==> src/bomb_pkg.sv <==
// Shared types and constants for the bomb game chip
// TICK_CYCLES is short for simulation; raise it for a real clock rate
// Colour bytes are RGB332, sent as one byte per state change

package bomb_pkg;

    // Game state, 3 bits to fill the tft_state pins
    typedef enum logic [2:0] {
        IDLE     = 3'd0,
        ARMED    = 3'd1,
        DEFUSED  = 3'd2,
        EXPLODED = 3'd3
    } game_state_t;

    typedef logic [5:0] btn_t;       // One bit per button
    typedef logic [6:0] seconds_t;   // 0 to 99
    typedef logic [7:0] bcd_pair_t;  // Tens in [7:4], ones in [3:0]
    typedef logic [7:0] spi_byte_t;
    typedef logic [1:0] code_idx_t;  // Position in disarm code

    // Game timing
    localparam int COUNT_START     = 20;    // Seconds on arm
    localparam int TICK_CYCLES     = 4000;  // Clocks per game second
    localparam int DEBOUNCE_CYCLES = 8;     // Stable clocks before a level counts

    // Disarm sequence, entry 0 is pressed first
    localparam logic [3:0][1:0] DISARM_CODE = {2'd1, 2'd3, 2'd0, 2'd2};
    localparam int ARM_BUTTON = 5;

    // TFT link bytes
    localparam spi_byte_t TFT_CMD        = 8'h2C;  // Memory write command
    localparam spi_byte_t COLOR_IDLE     = 8'h03;  // Blue
    localparam spi_byte_t COLOR_ARMED    = 8'hFC;  // Yellow
    localparam spi_byte_t COLOR_DEFUSED  = 8'h1C;  // Green
    localparam spi_byte_t COLOR_EXPLODED = 8'hE0;  // Red

    // Serial clock and tone dividers
    localparam int SCK_HALF  = 4;   // Clocks per half sck period
    localparam int TONE_HALF = 50;  // Clocks per half tone period

endpackage
==> src/tft_bus_if.sv <==
// Write-only SPI lines to the TFT panel
// Panel reset and chip select are active low

interface tft_bus_if;
    logic sck;    // Serial clock, data sampled on rising edge
    logic sdi;    // Serial data, MSB first
    logic dc;     // Low for command, high for data
    logic rst_n;  // Panel reset
    logic cs_n;   // Chip select

    // Core side drives everything
    modport driver (output sck, sdi, dc, rst_n, cs_n);

    // Pin side only observes
    modport chip (input sck, sdi, dc, rst_n, cs_n);
endinterface

==> src/team_07.sv <==
// Chip wrapper for the bomb game on the shared die
// en low holds the core in reset; rst is synchronous, active high
// Pins 0-5 buttons in, 6-17 outputs; logic analyzer not used

module team_07 (
    input  logic         clk,
    input  logic         rst,
    input  logic         en,
    input  logic [127:0] la_data_in,
    output logic [127:0] la_data_out,
    input  logic [127:0] la_oenb,
    input  logic [33:0]  gpio_in,
    output logic [33:0]  gpio_out,
    output logic [33:0]  gpio_oeb   // Low means output
);

    tft_bus_if tft_if ();

    logic                  core_rst;
    logic                  ssdec_sdi;
    logic                  ssdec_ss;
    logic                  ssdec_sck;
    bomb_pkg::game_state_t tft_state;
    logic                  audio;

    assign core_rst    = rst | ~en;      // Disabled chip sits in reset
    assign la_data_out = 128'b0;
    assign gpio_oeb    = 34'h3FFFC003F;  // Pins 6 to 17 driven

    assign gpio_out[5:0]   = '0;  // Button inputs
    assign gpio_out[6]     = ssdec_sdi;
    assign gpio_out[7]     = ssdec_ss;
    assign gpio_out[8]     = ssdec_sck;
    assign gpio_out[9]     = tft_if.sck;
    assign gpio_out[10]    = tft_if.sdi;
    assign gpio_out[11]    = tft_if.dc;
    assign gpio_out[12]    = tft_if.rst_n;
    assign gpio_out[13]    = tft_if.cs_n;
    assign gpio_out[16:14] = tft_state;
    assign gpio_out[17]    = audio;
    assign gpio_out[33:18] = '0;

    bomb_game bomb_game_inst (
        .clk(clk),
        .rst(core_rst),
        .button(gpio_in[5:0]),
        .ssdec_sdi(ssdec_sdi),
        .ssdec_ss(ssdec_ss),
        .ssdec_sck(ssdec_sck),
        .tft(tft_if),
        .tft_state(tft_state),
        .audio(audio)
    );

endmodule

==> src/bomb_game.sv <==
// Game core: button conditioning, FSM, displays and tone
// Buttons may be asynchronous; everything else runs on clk
// tft_state mirrors the game state for the status pins

module bomb_game (
    input  logic                  clk,
    input  logic                  rst,
    input  bomb_pkg::btn_t        button,
    output logic                  ssdec_sdi,
    output logic                  ssdec_ss,
    output logic                  ssdec_sck,
    tft_bus_if.driver             tft,
    output bomb_pkg::game_state_t tft_state,
    output logic                  audio
);

    bomb_pkg::btn_t        press;    // One-cycle press pulses
    bomb_pkg::game_state_t state;
    bomb_pkg::seconds_t    seconds;
    logic                  sec_tick; // Seconds changed or reloaded

    assign tft_state = state;

    button_sync button_sync_inst (.clk(clk), .rst(rst), .button(button), .press(press));

    bomb_fsm bomb_fsm_inst (
        .clk(clk), .rst(rst), .press(press),
        .state(state), .seconds(seconds), .sec_tick(sec_tick)
    );

    ssdec_serial ssdec_serial_inst (
        .clk(clk), .rst(rst), .seconds(seconds), .sec_tick(sec_tick),
        .ssdec_sdi(ssdec_sdi), .ssdec_ss(ssdec_ss), .ssdec_sck(ssdec_sck)
    );

    tft_spi tft_spi_inst (.clk(clk), .rst(rst), .state(state), .tft(tft));

    audio_tone audio_tone_inst (.clk(clk), .rst(rst), .state(state), .audio(audio));

endmodule

==> src/audio_tone.sv <==
// Square-wave tone while the bomb is armed
// Period is 2 * TONE_HALF clocks; output parks low in any other state

module audio_tone (
    input  logic                  clk,
    input  logic                  rst,
    input  bomb_pkg::game_state_t state,
    output logic                  audio
);

    logic [$clog2(bomb_pkg::TONE_HALF)-1:0] half_cnt;

    always_ff @(posedge clk) begin
        if (rst) begin
            half_cnt <= '0;
            audio    <= 1'b0;
        end else if (state != bomb_pkg::ARMED) begin
            // Silent, restart phase for next arm
            half_cnt <= '0;
            audio    <= 1'b0;
        end else if (half_cnt == bomb_pkg::TONE_HALF - 1) begin
            half_cnt <= '0;
            audio    <= ~audio;  // Half period done
        end else begin
            half_cnt <= half_cnt + 1'b1;
        end
    end

endmodule

==> src/tft_spi.sv <==
// TFT status link: command byte then colour byte per state change
// No panel init sequence; the panel sees only these two-byte writes
// Changes during a transfer give one more transfer with the latest state
// cs_n rises for one cycle between transfers

module tft_spi (
    input  logic                  clk,
    input  logic                  rst,
    input  bomb_pkg::game_state_t state,
    tft_bus_if.driver             tft
);

    typedef enum logic [1:0] {
        SPI_IDLE,
        SPI_CMD,   // Command byte, dc low
        SPI_DATA,  // Colour byte, dc high
        SPI_GAP    // cs_n high for a cycle
    } spi_state_t;

    spi_state_t            spi_state;
    bomb_pkg::game_state_t last_state;
    bomb_pkg::spi_byte_t   colour_now;
    bomb_pkg::spi_byte_t   colour_q;   // Colour for current transfer
    bomb_pkg::spi_byte_t   shreg;

    logic [$clog2(bomb_pkg::SCK_HALF + 1)-1:0] div_cnt;
    logic [3:0] half_cnt;  // 16 half periods per byte
    logic       changed;
    logic       pending;

    assign changed = (state != last_state);

    always_comb begin
        case (state)
            bomb_pkg::ARMED:    colour_now = bomb_pkg::COLOR_ARMED;
            bomb_pkg::DEFUSED:  colour_now = bomb_pkg::COLOR_DEFUSED;
            bomb_pkg::EXPLODED: colour_now = bomb_pkg::COLOR_EXPLODED;
            default:            colour_now = bomb_pkg::COLOR_IDLE;
        endcase
    end

    // Panel reset trails core reset by a register
    always_ff @(posedge clk) tft.rst_n <= ~rst;

    always_ff @(posedge clk) begin
        if (rst) begin
            spi_state  <= SPI_IDLE;
            last_state <= bomb_pkg::IDLE;
            pending    <= 1'b0;
            colour_q   <= '0;
            shreg      <= '0;
            div_cnt    <= '0;
            half_cnt   <= '0;
            tft.sck    <= 1'b0;
            tft.sdi    <= 1'b0;
            tft.dc     <= 1'b0;
            tft.cs_n   <= 1'b1;
        end else begin
            last_state <= state;
            if (changed) pending <= 1'b1;
            case (spi_state)
                SPI_IDLE: begin
                    if (changed || pending) begin
                        spi_state <= SPI_CMD;
                        pending   <= 1'b0;
                        colour_q  <= colour_now;  // Latest state wins
                        tft.cs_n  <= 1'b0;
                        tft.dc    <= 1'b0;
                        tft.sdi   <= bomb_pkg::TFT_CMD[7];
                        shreg     <= {bomb_pkg::TFT_CMD[6:0], 1'b0};
                        div_cnt   <= '0;
                        half_cnt  <= '0;
                    end
                end
                SPI_CMD, SPI_DATA: begin
                    if (div_cnt == bomb_pkg::SCK_HALF - 1) begin
                        div_cnt  <= '0;
                        half_cnt <= half_cnt + 1'b1;  // Wraps at byte end
                        if (!half_cnt[0]) begin
                            tft.sck <= 1'b1;
                        end else begin
                            tft.sck <= 1'b0;
                            if (half_cnt != 4'd15) begin
                                tft.sdi <= shreg[7];
                                shreg   <= {shreg[6:0], 1'b0};
                            end else if (spi_state == SPI_CMD) begin
                                // Switch to data byte while sck low
                                spi_state <= SPI_DATA;
                                tft.dc    <= 1'b1;
                                tft.sdi   <= colour_q[7];
                                shreg     <= {colour_q[6:0], 1'b0};
                            end else begin
                                spi_state <= SPI_GAP;
                                tft.cs_n  <= 1'b1;
                            end
                        end
                    end else begin
                        div_cnt <= div_cnt + 1'b1;
                    end
                end
                default: spi_state <= SPI_IDLE;  // SPI_GAP
            endcase
        end
    end

endmodule

==> src/ssdec_serial.sv <==
// Serial link to the seven-segment decoder board
// Frame is 16 bits MSB first: 8 zero bits, tens digit, ones digit
// ss low for the frame, sdi changes with sck low, board samples on sck rise
// Ticks during a frame coalesce into one follow-up frame with the newest value

module ssdec_serial (
    input  logic               clk,
    input  logic               rst,
    input  bomb_pkg::seconds_t seconds,
    input  logic               sec_tick,
    output logic               ssdec_sdi,
    output logic               ssdec_ss,
    output logic               ssdec_sck
);

    bomb_pkg::bcd_pair_t bcd_now;  // Live conversion
    bomb_pkg::bcd_pair_t bcd_q;    // Last ticked value
    logic [15:0]         next_frame;
    logic [15:0]         shreg;    // Bits still to send, MSB next

    logic [$clog2(bomb_pkg::SCK_HALF + 1)-1:0] div_cnt;
    logic [5:0] half_cnt;  // Half sck periods, 32 per frame
    logic       busy;
    logic       pending;   // Another frame due after this one

    // Seconds never exceed 99
    assign bcd_now    = {4'(seconds / 7'd10), 4'(seconds % 7'd10)};
    assign next_frame = {8'h00, sec_tick ? bcd_now : bcd_q};

    always_ff @(posedge clk) begin
        if (rst) begin
            bcd_q     <= '0;
            shreg     <= '0;
            div_cnt   <= '0;
            half_cnt  <= '0;
            busy      <= 1'b0;
            pending   <= 1'b0;
            ssdec_sdi <= 1'b0;
            ssdec_ss  <= 1'b1;
            ssdec_sck <= 1'b0;
        end else begin
            if (sec_tick) bcd_q <= bcd_now;
            if (!busy) begin
                if (sec_tick || pending) begin
                    // Start frame, first bit out with ss
                    busy      <= 1'b1;
                    pending   <= 1'b0;
                    ssdec_ss  <= 1'b0;
                    ssdec_sdi <= next_frame[15];
                    shreg     <= {next_frame[14:0], 1'b0};
                    div_cnt   <= '0;
                    half_cnt  <= '0;
                end
            end else begin
                if (sec_tick) pending <= 1'b1;  // Newest value goes next
                if (half_cnt == 6'd32) begin
                    ssdec_ss <= 1'b1;  // One cycle tail closes the frame
                    busy     <= 1'b0;
                end else if (div_cnt == bomb_pkg::SCK_HALF - 1) begin
                    div_cnt  <= '0;
                    half_cnt <= half_cnt + 1'b1;
                    if (!half_cnt[0]) begin
                        ssdec_sck <= 1'b1;  // Board samples here
                    end else begin
                        ssdec_sck <= 1'b0;
                        ssdec_sdi <= shreg[15];
                        shreg     <= {shreg[14:0], 1'b0};
                    end
                end else begin
                    div_cnt <= div_cnt + 1'b1;
                end
            end
        end
    end

endmodule

==> src/bomb_fsm.sv <==
// Game state machine with seconds countdown and disarm code check
// Arm button reloads the count from any state except ARMED
// Several buttons in one cycle: any wrong one explodes the bomb
// Timeout wins over a correct press in the same cycle

module bomb_fsm (
    input  logic                  clk,
    input  logic                  rst,
    input  bomb_pkg::btn_t        press,
    output bomb_pkg::game_state_t state,
    output bomb_pkg::seconds_t    seconds,
    output logic                  sec_tick
);

    logic [$clog2(bomb_pkg::TICK_CYCLES)-1:0] tick_cnt;  // Game second prescaler
    bomb_pkg::code_idx_t code_idx;                        // Next expected code entry

    logic [4:0] expect_mask;  // Only correct button among 0 to 4
    logic       wrong_press;
    logic       right_press;

    assign expect_mask = 5'b00001 << bomb_pkg::DISARM_CODE[code_idx];
    assign wrong_press = |(press[4:0] & ~expect_mask);
    assign right_press = press[bomb_pkg::DISARM_CODE[code_idx]];

    always_ff @(posedge clk) begin
        if (rst) begin
            state    <= bomb_pkg::IDLE;
            seconds  <= '0;
            sec_tick <= 1'b0;
            tick_cnt <= '0;
            code_idx <= '0;
        end else begin
            sec_tick <= 1'b0;
            if (state == bomb_pkg::ARMED) begin
                // Code entry
                if (wrong_press) begin
                    state <= bomb_pkg::EXPLODED;
                end else if (right_press) begin
                    if (code_idx == 2'd3) begin
                        state <= bomb_pkg::DEFUSED;  // Fourth correct press
                    end
                    code_idx <= code_idx + 1'b1;
                end

                // Countdown, overrides code result on the final second
                if (tick_cnt == bomb_pkg::TICK_CYCLES - 1) begin
                    tick_cnt <= '0;
                    seconds  <= seconds - 1'b1;
                    sec_tick <= 1'b1;
                    if (seconds == bomb_pkg::seconds_t'(1)) begin
                        state <= bomb_pkg::EXPLODED;  // Reaches zero this edge
                    end
                end else begin
                    tick_cnt <= tick_cnt + 1'b1;
                end
            end else if (press[bomb_pkg::ARM_BUTTON]) begin
                // Arm from IDLE, DEFUSED or EXPLODED
                state    <= bomb_pkg::ARMED;
                seconds  <= bomb_pkg::seconds_t'(bomb_pkg::COUNT_START);
                sec_tick <= 1'b1;  // Reload shows on display
                tick_cnt <= '0;
                code_idx <= '0;
            end
            // DEFUSED and EXPLODED hold seconds
        end
    end

endmodule

==> src/button_sync.sv <==
// Button conditioner: two-flop sync, debounce, rising-edge pulse
// Press pulse arrives about DEBOUNCE_CYCLES + 2 clocks after the pin rises
// Releases are debounced too but give no pulse

module button_sync (
    input  logic            clk,
    input  logic            rst,
    input  bomb_pkg::btn_t  button,
    output bomb_pkg::btn_t  press
);

    bomb_pkg::btn_t sync_q1;  // First sync stage
    bomb_pkg::btn_t sync_q2;  // Second sync stage, safe to use
    bomb_pkg::btn_t level;    // Debounced level

    // One stability counter per button
    logic [$clog2(bomb_pkg::DEBOUNCE_CYCLES + 1)-1:0] stable_cnt [$bits(bomb_pkg::btn_t)];

    always_ff @(posedge clk) begin
        if (rst) begin
            sync_q1 <= '0;
            sync_q2 <= '0;
            level   <= '0;
            press   <= '0;
            for (int i = 0; i < $bits(bomb_pkg::btn_t); i++) begin
                stable_cnt[i] <= '0;
            end
        end else begin
            sync_q1 <= button;
            sync_q2 <= sync_q1;
            press   <= '0;  // Pulses last one cycle
            for (int i = 0; i < $bits(bomb_pkg::btn_t); i++) begin
                if (sync_q2[i] == level[i]) begin
                    stable_cnt[i] <= '0;  // No change pending, restart
                end else if (stable_cnt[i] == bomb_pkg::DEBOUNCE_CYCLES - 1) begin
                    // New level held long enough
                    level[i]      <= sync_q2[i];
                    press[i]      <= sync_q2[i];  // Pulse only on rising edge
                    stable_cnt[i] <= '0;
                end else begin
                    stable_cnt[i] <= stable_cnt[i] + 1'b1;
                end
            end
        end
    end

endmodule

==> config.mk <==
export PLATFORM = sky130hd
export DESIGN_NAME = team_07
export DESIGN_NICKNAME = d
export VERILOG_FILES = /design/src/bomb_pkg.sv /design/src/tft_bus_if.sv /design/src/team_07.sv /design/src/bomb_game.sv /design/src/audio_tone.sv /design/src/tft_spi.sv /design/src/ssdec_serial.sv /design/src/bomb_fsm.sv /design/src/button_sync.sv
export SDC_FILE = /design/constraint.sdc
export NUM_CORES = 1
export LEC_CHECK = 0
export ABC_AREA = 1
export BUFFER_PORTS_ARGS = -buffer_cell sky130_fd_sc_hd__buf_2
export CAP_MARGIN = 5
export CORE_AREA = 2 2 189 191
export DETAILED_ROUTE_END_ITERATION = 12
export DIE_AREA = 0 0 191 193
export PLACE_DENSITY_LB_ADDON = 0.2
export SETUP_SLACK_MARGIN = 0.1
export SLEW_MARGIN = 10
export SYNTH_ARGS = -nofsm -noshare
export SYNTH_HDL_FRONTEND = slang
export SYNTH_SLANG_ARGS = --single-unit
==> constraint.sdc <==
create_clock -name clk -period 6.05 [get_ports clk]
set_clock_uncertainty 0.1 [all_clocks]
set_input_delay 0.3025 -clock clk [delete_from_list [all_inputs] [get_ports clk]]
set_output_delay 0.3025 -clock clk [all_outputs]
set_load 0.05 [all_outputs]
==> Word-level counts from Yosys, hierarchy flattened <==
Memory sizes are Yosys's and may differ from the RTL's.
Cells that the tools add are included.
{ "op_classes": {"add_sub_neg": 14, "div": 2, "magnitude_cmp": 2, "n_eq_ne": 42, "n_shift": 1, "muxes": 176, "n_bitwise": 37, "reduce_logical": 38} }
{ "op_table": {"columns": ["op", "n"], "rows": [
  ["2-to-1 mux 1 bit", 103],
  ["2-to-1 mux 16 bit", 5],
  ["2-to-1 mux 4 bit", 20],
  ["2-to-1 mux 8 bit", 6],
  ["2-to-1 mux 3 bit", 13],
  ["2-to-1 mux 12 bit", 3],
  ["adder 4 x 1 -> 4 bit (second input constant)", 7],
  ["AND reduction 2 bit", 13],
  ["equality test 4 x 3 -> 1 bit (second input constant)", 6],
  ["2-to-1 mux 6 bit", 4],
  ["case mux 8 bit (3 select lines)", 1],
  ["2-to-1 mux 7 bit", 3],
  ["OR reduction 3 bit", 7],
  ["!= test 2 bit (second input constant)", 10],
  ["OR 1 bit", 19],
  ["2-to-1 mux 2 bit", 9],
  ["inverter 1 bit", 16],
  ["case mux 8 bit (2 select lines)", 1],
  ["adder 12 x 1 -> 12 bit (second input constant)", 1],
  ["adder 6 x 1 -> 6 bit (second input constant)", 2],
  ["equality test 12 bit (second input constant)", 1],
  ["equality test 3 x 2 -> 1 bit (second input constant)", 4],
  ["equality test 6 bit (second input constant)", 2],
  ["AND reduction 3 bit", 4],
  ["other kinds (34)", 52]
]} }
{ "totals": {"reg_bits": 128, "ram_bits": 24, "inputBits": 293, "memories": 1} }
{ "mem_list": {"columns": ["name", "depth", "word_bits", "read_ports", "rd_ports_with_merged_regs", "write_ports", "line", "text"], "rows": [
  ["bomb_game_inst.button_sync_inst.stable_cnt", 6, 4, 6, 0, 6, "button_sync.sv:17", "logic [$clog2(bomb_pkg::DEBOUNCE_CYCLES + 1)-1:0] stable_cnt [$bits(bomb_pkg::btn_t)];"]
]} }

==> Depth between registers and ports, before layout <==
{ "depth": {"ltp_word": 10, "depth_mapped": 21} }

==> Cells and area by module <==
From an unflattened synthesis, not the netlist that was laid out.
{ "unflattened": {"cells_unflattened": 1160, "area_unflattened_um2": 8619.5} }
{ "by_module_without_submodules": {"columns": ["module", "instances", "cells_per_inst", "area_each_um2", "seq_area_each_um2"], "rows": [
  ["button_sync", 1, 220, 2038.2, 1201.2],
  ["ssdec_serial", 1, 256, 1779.2, 740.7],
  ["bomb_fsm", 1, 237, 1535.2, 500.5],
  ["team_07", 1, 197, 1463.9, 0.0],
  ["tft_spi", 1, 204, 1461.4, 560.5],
  ["audio_tone", 1, 46, 341.6, 140.1]
]} }

==> Worst setup path after synthesis <==
No wires, ideal clock.
{ "synth_timing": {"path_type": "register to register", "start": "reg bomb_game_inst.bomb_fsm_inst.state[0]", "end": "reg bomb_game_inst.tft_spi_inst.tft.dc", "setup_ps": 119, "arrival_time_ps": 1965, "t_required_ps": 5831, "slack_ps": 3865, "path_stages_with_launch": 13, "synth_period_minus_slack_ps": 2185, "cell_sequence": "dfxtp_1 > inv_1 > or2_2 > nand3_1 > nor3_1 > nand2_1 > nand2_1 > inv_1 > nand2_1 > inv_1 > nand4_1 > o21ai_0 > a21oi_1"} }
{ "synth_between": {"elab_chain_cells": 4} }
{ "synth_lines": {"columns": ["element", "line", "text"], "rows": [
  ["start: declaration", "bomb_fsm.sv:10", "output bomb_pkg::game_state_t state,"],
  ["start signal: assignment", "bomb_fsm.sv:28", "state <= bomb_pkg::IDLE;"],
  ["start signal: assignment", "bomb_fsm.sv:38", "state <= bomb_pkg::EXPLODED;"],
  ["start signal: assignment", "bomb_fsm.sv:41", "state <= bomb_pkg::DEFUSED;"],
  ["!= test 3 bit", "tft_spi.sv:31", "assign changed = (state != last_state);"],
  ["logical OR 1 bit", "tft_spi.sv:63", "if (changed || pending) begin"],
  ["!= test 2 bit (no source line)", null, null],
  ["AND reduction 6 bit (no source line)", null, null],
  ["end signal: assignment", "tft_spi.sv:56", "tft.dc <= 1'b0;"],
  ["end signal: assignment", "tft_spi.sv:68", "tft.dc <= 1'b0;"],
  ["end signal: assignment", "tft_spi.sv:89", "tft.dc <= 1'b1;"],
  ["end: declaration", "tft_bus_if.sv:12", "modport driver (output sck, sdi, dc, rst_n, cs_n);"]
]} }
No other way between the ends.
A chain may end at the register's enable or synchronous reset.

==> Final worst setup path <==
{ "layout_timing": {"start": "reg bomb_game_inst.bomb_fsm_inst.sec_tick", "end": "reg bomb_game_inst.ssdec_serial_inst.shreg[7]"} }
{ "layout_between": {"elab_chain_cells": 3, "word_cells_on_any_way": 6, "classes_between": "mux (3); reduce/logical (3)"} }
{ "layout_lines": {"columns": ["element", "line", "text"], "rows": [
  ["start: declaration", "bomb_fsm.sv:12", "output logic sec_tick"],
  ["start signal: assignment", "bomb_fsm.sv:30", "sec_tick <= 1'b0;"],
  ["start signal: assignment", "bomb_fsm.sv:34", "sec_tick <= 1'b0;"],
  ["start signal: assignment", "bomb_fsm.sv:50", "sec_tick <= 1'b1;"],
  ["2-to-1 mux 8 bit / logical OR 1 bit (equally long branches)", "ssdec_serial.sv:28, ssdec_serial.sv:44", null],
  ["2-to-1 mux 16 bit / nonzero test 2 bit (equally long branches)", null, null],
  ["2-to-1 mux 16 bit / AND reduction 4 bit (equally long branches)", null, null],
  ["end signal: assignment", "ssdec_serial.sv:50", "shreg <= {next_frame[14:0], 1'b0};"],
  ["end signal: assignment", "ssdec_serial.sv:67", "shreg <= {shreg[14:0], 1'b0};"],
  ["end: declaration", "ssdec_serial.sv:19", "logic [15:0] shreg;"]
]} }
Parallel ways exist; a longest one is shown, timed or not. The select of a mux whose other input is x is not followed.

==> results.yml <==
clock_tree:
  clkSlewWorstSetupHoldPaths_ns: 0.06
  post_cts_resized: 0
  htreeDepth: 4
  clk_latency_ns: 0.43
  post-cts-setup-buffer-count: 0
  cts_buffer_depth: 2
  cts-root-buf: "clkbuf_16"
  hold_buffers: 7
  cts_tree: "yes"
  cts_buffers: 17
  clock_sinks: 145
power:
  power_w: 0.00230
  combPwrFrac_pct: 12.6
  leakage_nw: 3.70
  power_density_nw_per_um2: 268
  vdd_drop_max_uv: 192
  switching_share_pct: 30.3
  power.switching_w: 0.000696
  internal-power_w: 0.00160
  pwr-share-seq_pct: 43.3
  clockPowerShare_pct: 44.1
synthesis:
  synth_area_leaders: "dfxtp_1, buf_4, edfxtp_1"
  synth_top_area_share_pct: 30.3
  seq_area_frac_synth_pct: 39.4
  async_reset_ff_share_pct: 0
  ys_warn_count: 0
  yosys.area.top_type: "dfxtp_1"
  synthDistinctLibCells: 44
  avgSynthCellArea_um2: 7.93
  synth_ff_type: "dfxtp_1"
  synthTopCellsByCount: "buf_4, inv_1, dfxtp_1"
  syn_inst: 1007
  synth_edf_count: 24
  synth-seq-cells: 145
  syn_area_um2: 7980
  synth_most_common_cell: "buf_4"
worst_hold_path:
  worstHoldEndpoint: "bomb_game_inst.tft_spi_inst.tft.sck"
  hold_start: "en"
  min_delay_path_depth: 3
  hp-class: "in2reg"
sta:
  setup-violations-final: 0
  min_period_ns: 2.59
  rsz0062_at_grt: "false"
  slew_viol_final: 0
  setup_tns_ns: 0
  slew_headroom_pct: 58.6
  hold_violations: 0
  timing.fmax_ghz: 0.386
  worst_pin_slew_ns: 0.620
  fin_crit_sh_pct: 42.9
worst_setup_path:
  rr_worst_depth: 8
  cp_max_fo: 14
  critPathCaptureType: "register"
  critPathArrivalTime_ns: 2.82
  critPathLaunchType: "register"
  r2r_end: "bomb_game_inst.ssdec_serial_inst.shreg[7]"
  r2r_setup_slack_ns: 3.46
  required_ns: 6.27
  reg2reg_from: "bomb_game_inst.bomb_fsm_inst.sec_tick"
  crit_type: "reg2reg"
route:
  ant_nets: 0
  dr_total_vias: 5664
  wirelength_um: 14600
  drt_iter0_markers: 273
  drc: 0
  dr.pass1.iters: 4
  vias_per_cell: 3.71
  routedWlPerCell_um: 9.53
floorplan:
  rows: 69
  die_h_um: 193
  fp.dieW_um: 191
  fp.dieArea_um2: 36900
  io_pins: 489
  core-area_um2: 35000
  initial_core_util_pct: 22.8
place:
  portBuffers: 20
  gp_congestion: 0.740
  hpwl_um: 10200
  dpl_cell_area_um2: 7940
grt:
  grt_pass1_vias: 4943
  antenna_found_initial: 0
  grt.overflow.total: 0
  grt_max_degree: 45
  track_usage_pct: 8.20
  grt_pass1_wl_um: 24100
final_layout:
  area_delta_synth_final_pct: 7.41
  fin_area_um2: 8570
  layout.nets: 1374
  antenna_cells: 0
  fill_cells: 3896
  drive_gt1_share_pct: 6.94
run:
  maxCapViolations: 0
status:
  status: "completed"
-- sequential cells by signal, summed over array words and instances (netlist names), 3 cells and up --
name	count
bomb_game_inst.audio_tone_inst.half_cnt	6
bomb_game_inst.bomb_fsm_inst.state	3
bomb_game_inst.ssdec_serial_inst.bcd_q	8
bomb_game_inst.tft_spi_inst.last_state	3
bomb_game_inst.bomb_fsm_inst.seconds	7
bomb_game_inst.tft_spi_inst.shreg	7
bomb_game_inst.bomb_fsm_inst.tick_cnt	12
bomb_game_inst.tft_spi_inst.half_cnt	4
bomb_game_inst.button_sync_inst.stable_cnt	24
bomb_game_inst.ssdec_serial_inst.half_cnt	6
bomb_game_inst.button_sync_inst.sync_q2	6
bomb_game_inst.button_sync_inst.sync_q1	6
bomb_game_inst.ssdec_serial_inst.shreg	15
bomb_game_inst.button_sync_inst.press	6
bomb_game_inst.ssdec_serial_inst.div_cnt	3
bomb_game_inst.tft_spi_inst.div_cnt	3
bomb_game_inst.tft_spi_inst.colour_q	3
bomb_game_inst.button_sync_inst.level	6
-- cell usage in the layout, fill, tap and decap left out, drive strengths merged, types with 3 or more instances in the layout --
cell type    instances
conb               208
inv                132
dfxtp              121
nor2               114
nand2              107
a21oi               60
nand3               59
o21ai               49
ha                  28
edfxtp              24
clkbuf              23
buf                 22
nor3                19
xor2                18
nor3b                9
clkinv               9
o211ai               8
a31oi                7
nand4                7
a211oi               7
dlygate4sd3          7
o22ai                4
o21a                 4
nor4                 3
-- metrics by stage --
stage / setup slack, ns / hold WS (ns) / util [%] / instances
detailed placement: 3.41 / 0.299 / 22.7 / 1488
CTS: 3.40 / 0.0593 / 24.5 / 1527
global route: 3.13 / 0.0861 / 24.5 / 1527
floorplan: 3.87 / 0.278 / - / 1213
global placement: 3.41 / 0.306 / 22.7 / 1488
finish: 3.46 / 0.0757 / 24.5 / 1527
-- layout make-up --
type	instances	area, um2	share of cell area (%)
clock inverters	9	81.3	0.949
clock buffers	23	479	5.59
inverters	134	503	5.87
flip-flops and latches	145	3140	36.7
repair buffers	29	185	2.16
well taps	461	577	6.73
multi-input cells	726	3600	42.0
-- how the worst max path moves through the flow --
stage                                                     start                                         end  slack [ns]  cells after the start
after detailed placement  bomb_game_inst.bomb_fsm_inst.sec_tick   bomb_game_inst.ssdec_serial_inst.shreg[7]        3.41                      8
after CTS                 bomb_game_inst.bomb_fsm_inst.sec_tick   bomb_game_inst.ssdec_serial_inst.shreg[7]        3.40                      8
after floorplan           bomb_game_inst.bomb_fsm_inst.state[0]          bomb_game_inst.tft_spi_inst.tft.dc        3.87                     12
after global routing      bomb_game_inst.bomb_fsm_inst.sec_tick  bomb_game_inst.ssdec_serial_inst.shreg[10]        3.13                      9
after global placement    bomb_game_inst.bomb_fsm_inst.sec_tick   bomb_game_inst.ssdec_serial_inst.shreg[7]        3.41                      8
final                     bomb_game_inst.bomb_fsm_inst.sec_tick   bomb_game_inst.ssdec_serial_inst.shreg[7]        3.46                      8
-- critical path, stage by stage (launching register included) --
cell	delay (ns)
dfxtp_1	0.63
nor2_1	0.10
nor2_1	0.36
nor2_1	0.17
a21oi_2	0.34
inv_2	0.15
nand2_2	0.19
inv_1	0.19
a32o_1	0.25
-- per-layer routing --
metal  global-route usage [%]  wire length [um]  vias up
met5                        0                 0        -
met4                     3.49               209        0
met2                     12.7              6390      135
li1                         -                 -     2942
met3                     2.43               657       17
met1                     10.6              7300     2570
-- cell families after synthesis --
kind of cell	Yosys count	synth area share [%]
xor gates and xnor gates	20	2.19
and+or+nand+nor	320	17.7
DFF	145	39.4
other	2	0.0941
AOI/OAI and AO/OA	150	11.0
buffers and inverters	342	25.2
adders and majority gates	28	4.39
-- power groups by stage --
stage	logic [W]	registers (W)	clock network, W
6_report	0.000290	0.000993	0.00101
5_1_grt	0.000307	0.000993	0.00110
4_1_cts	0.000288	0.000993	0.00106
3_5_place_dp	0.000284	0.00101	0
3_3_place_gp	0.000285	0.00101	0
2_1_floorplan	0.000367	0.00101	0
(Power assumes the default switching activity.)
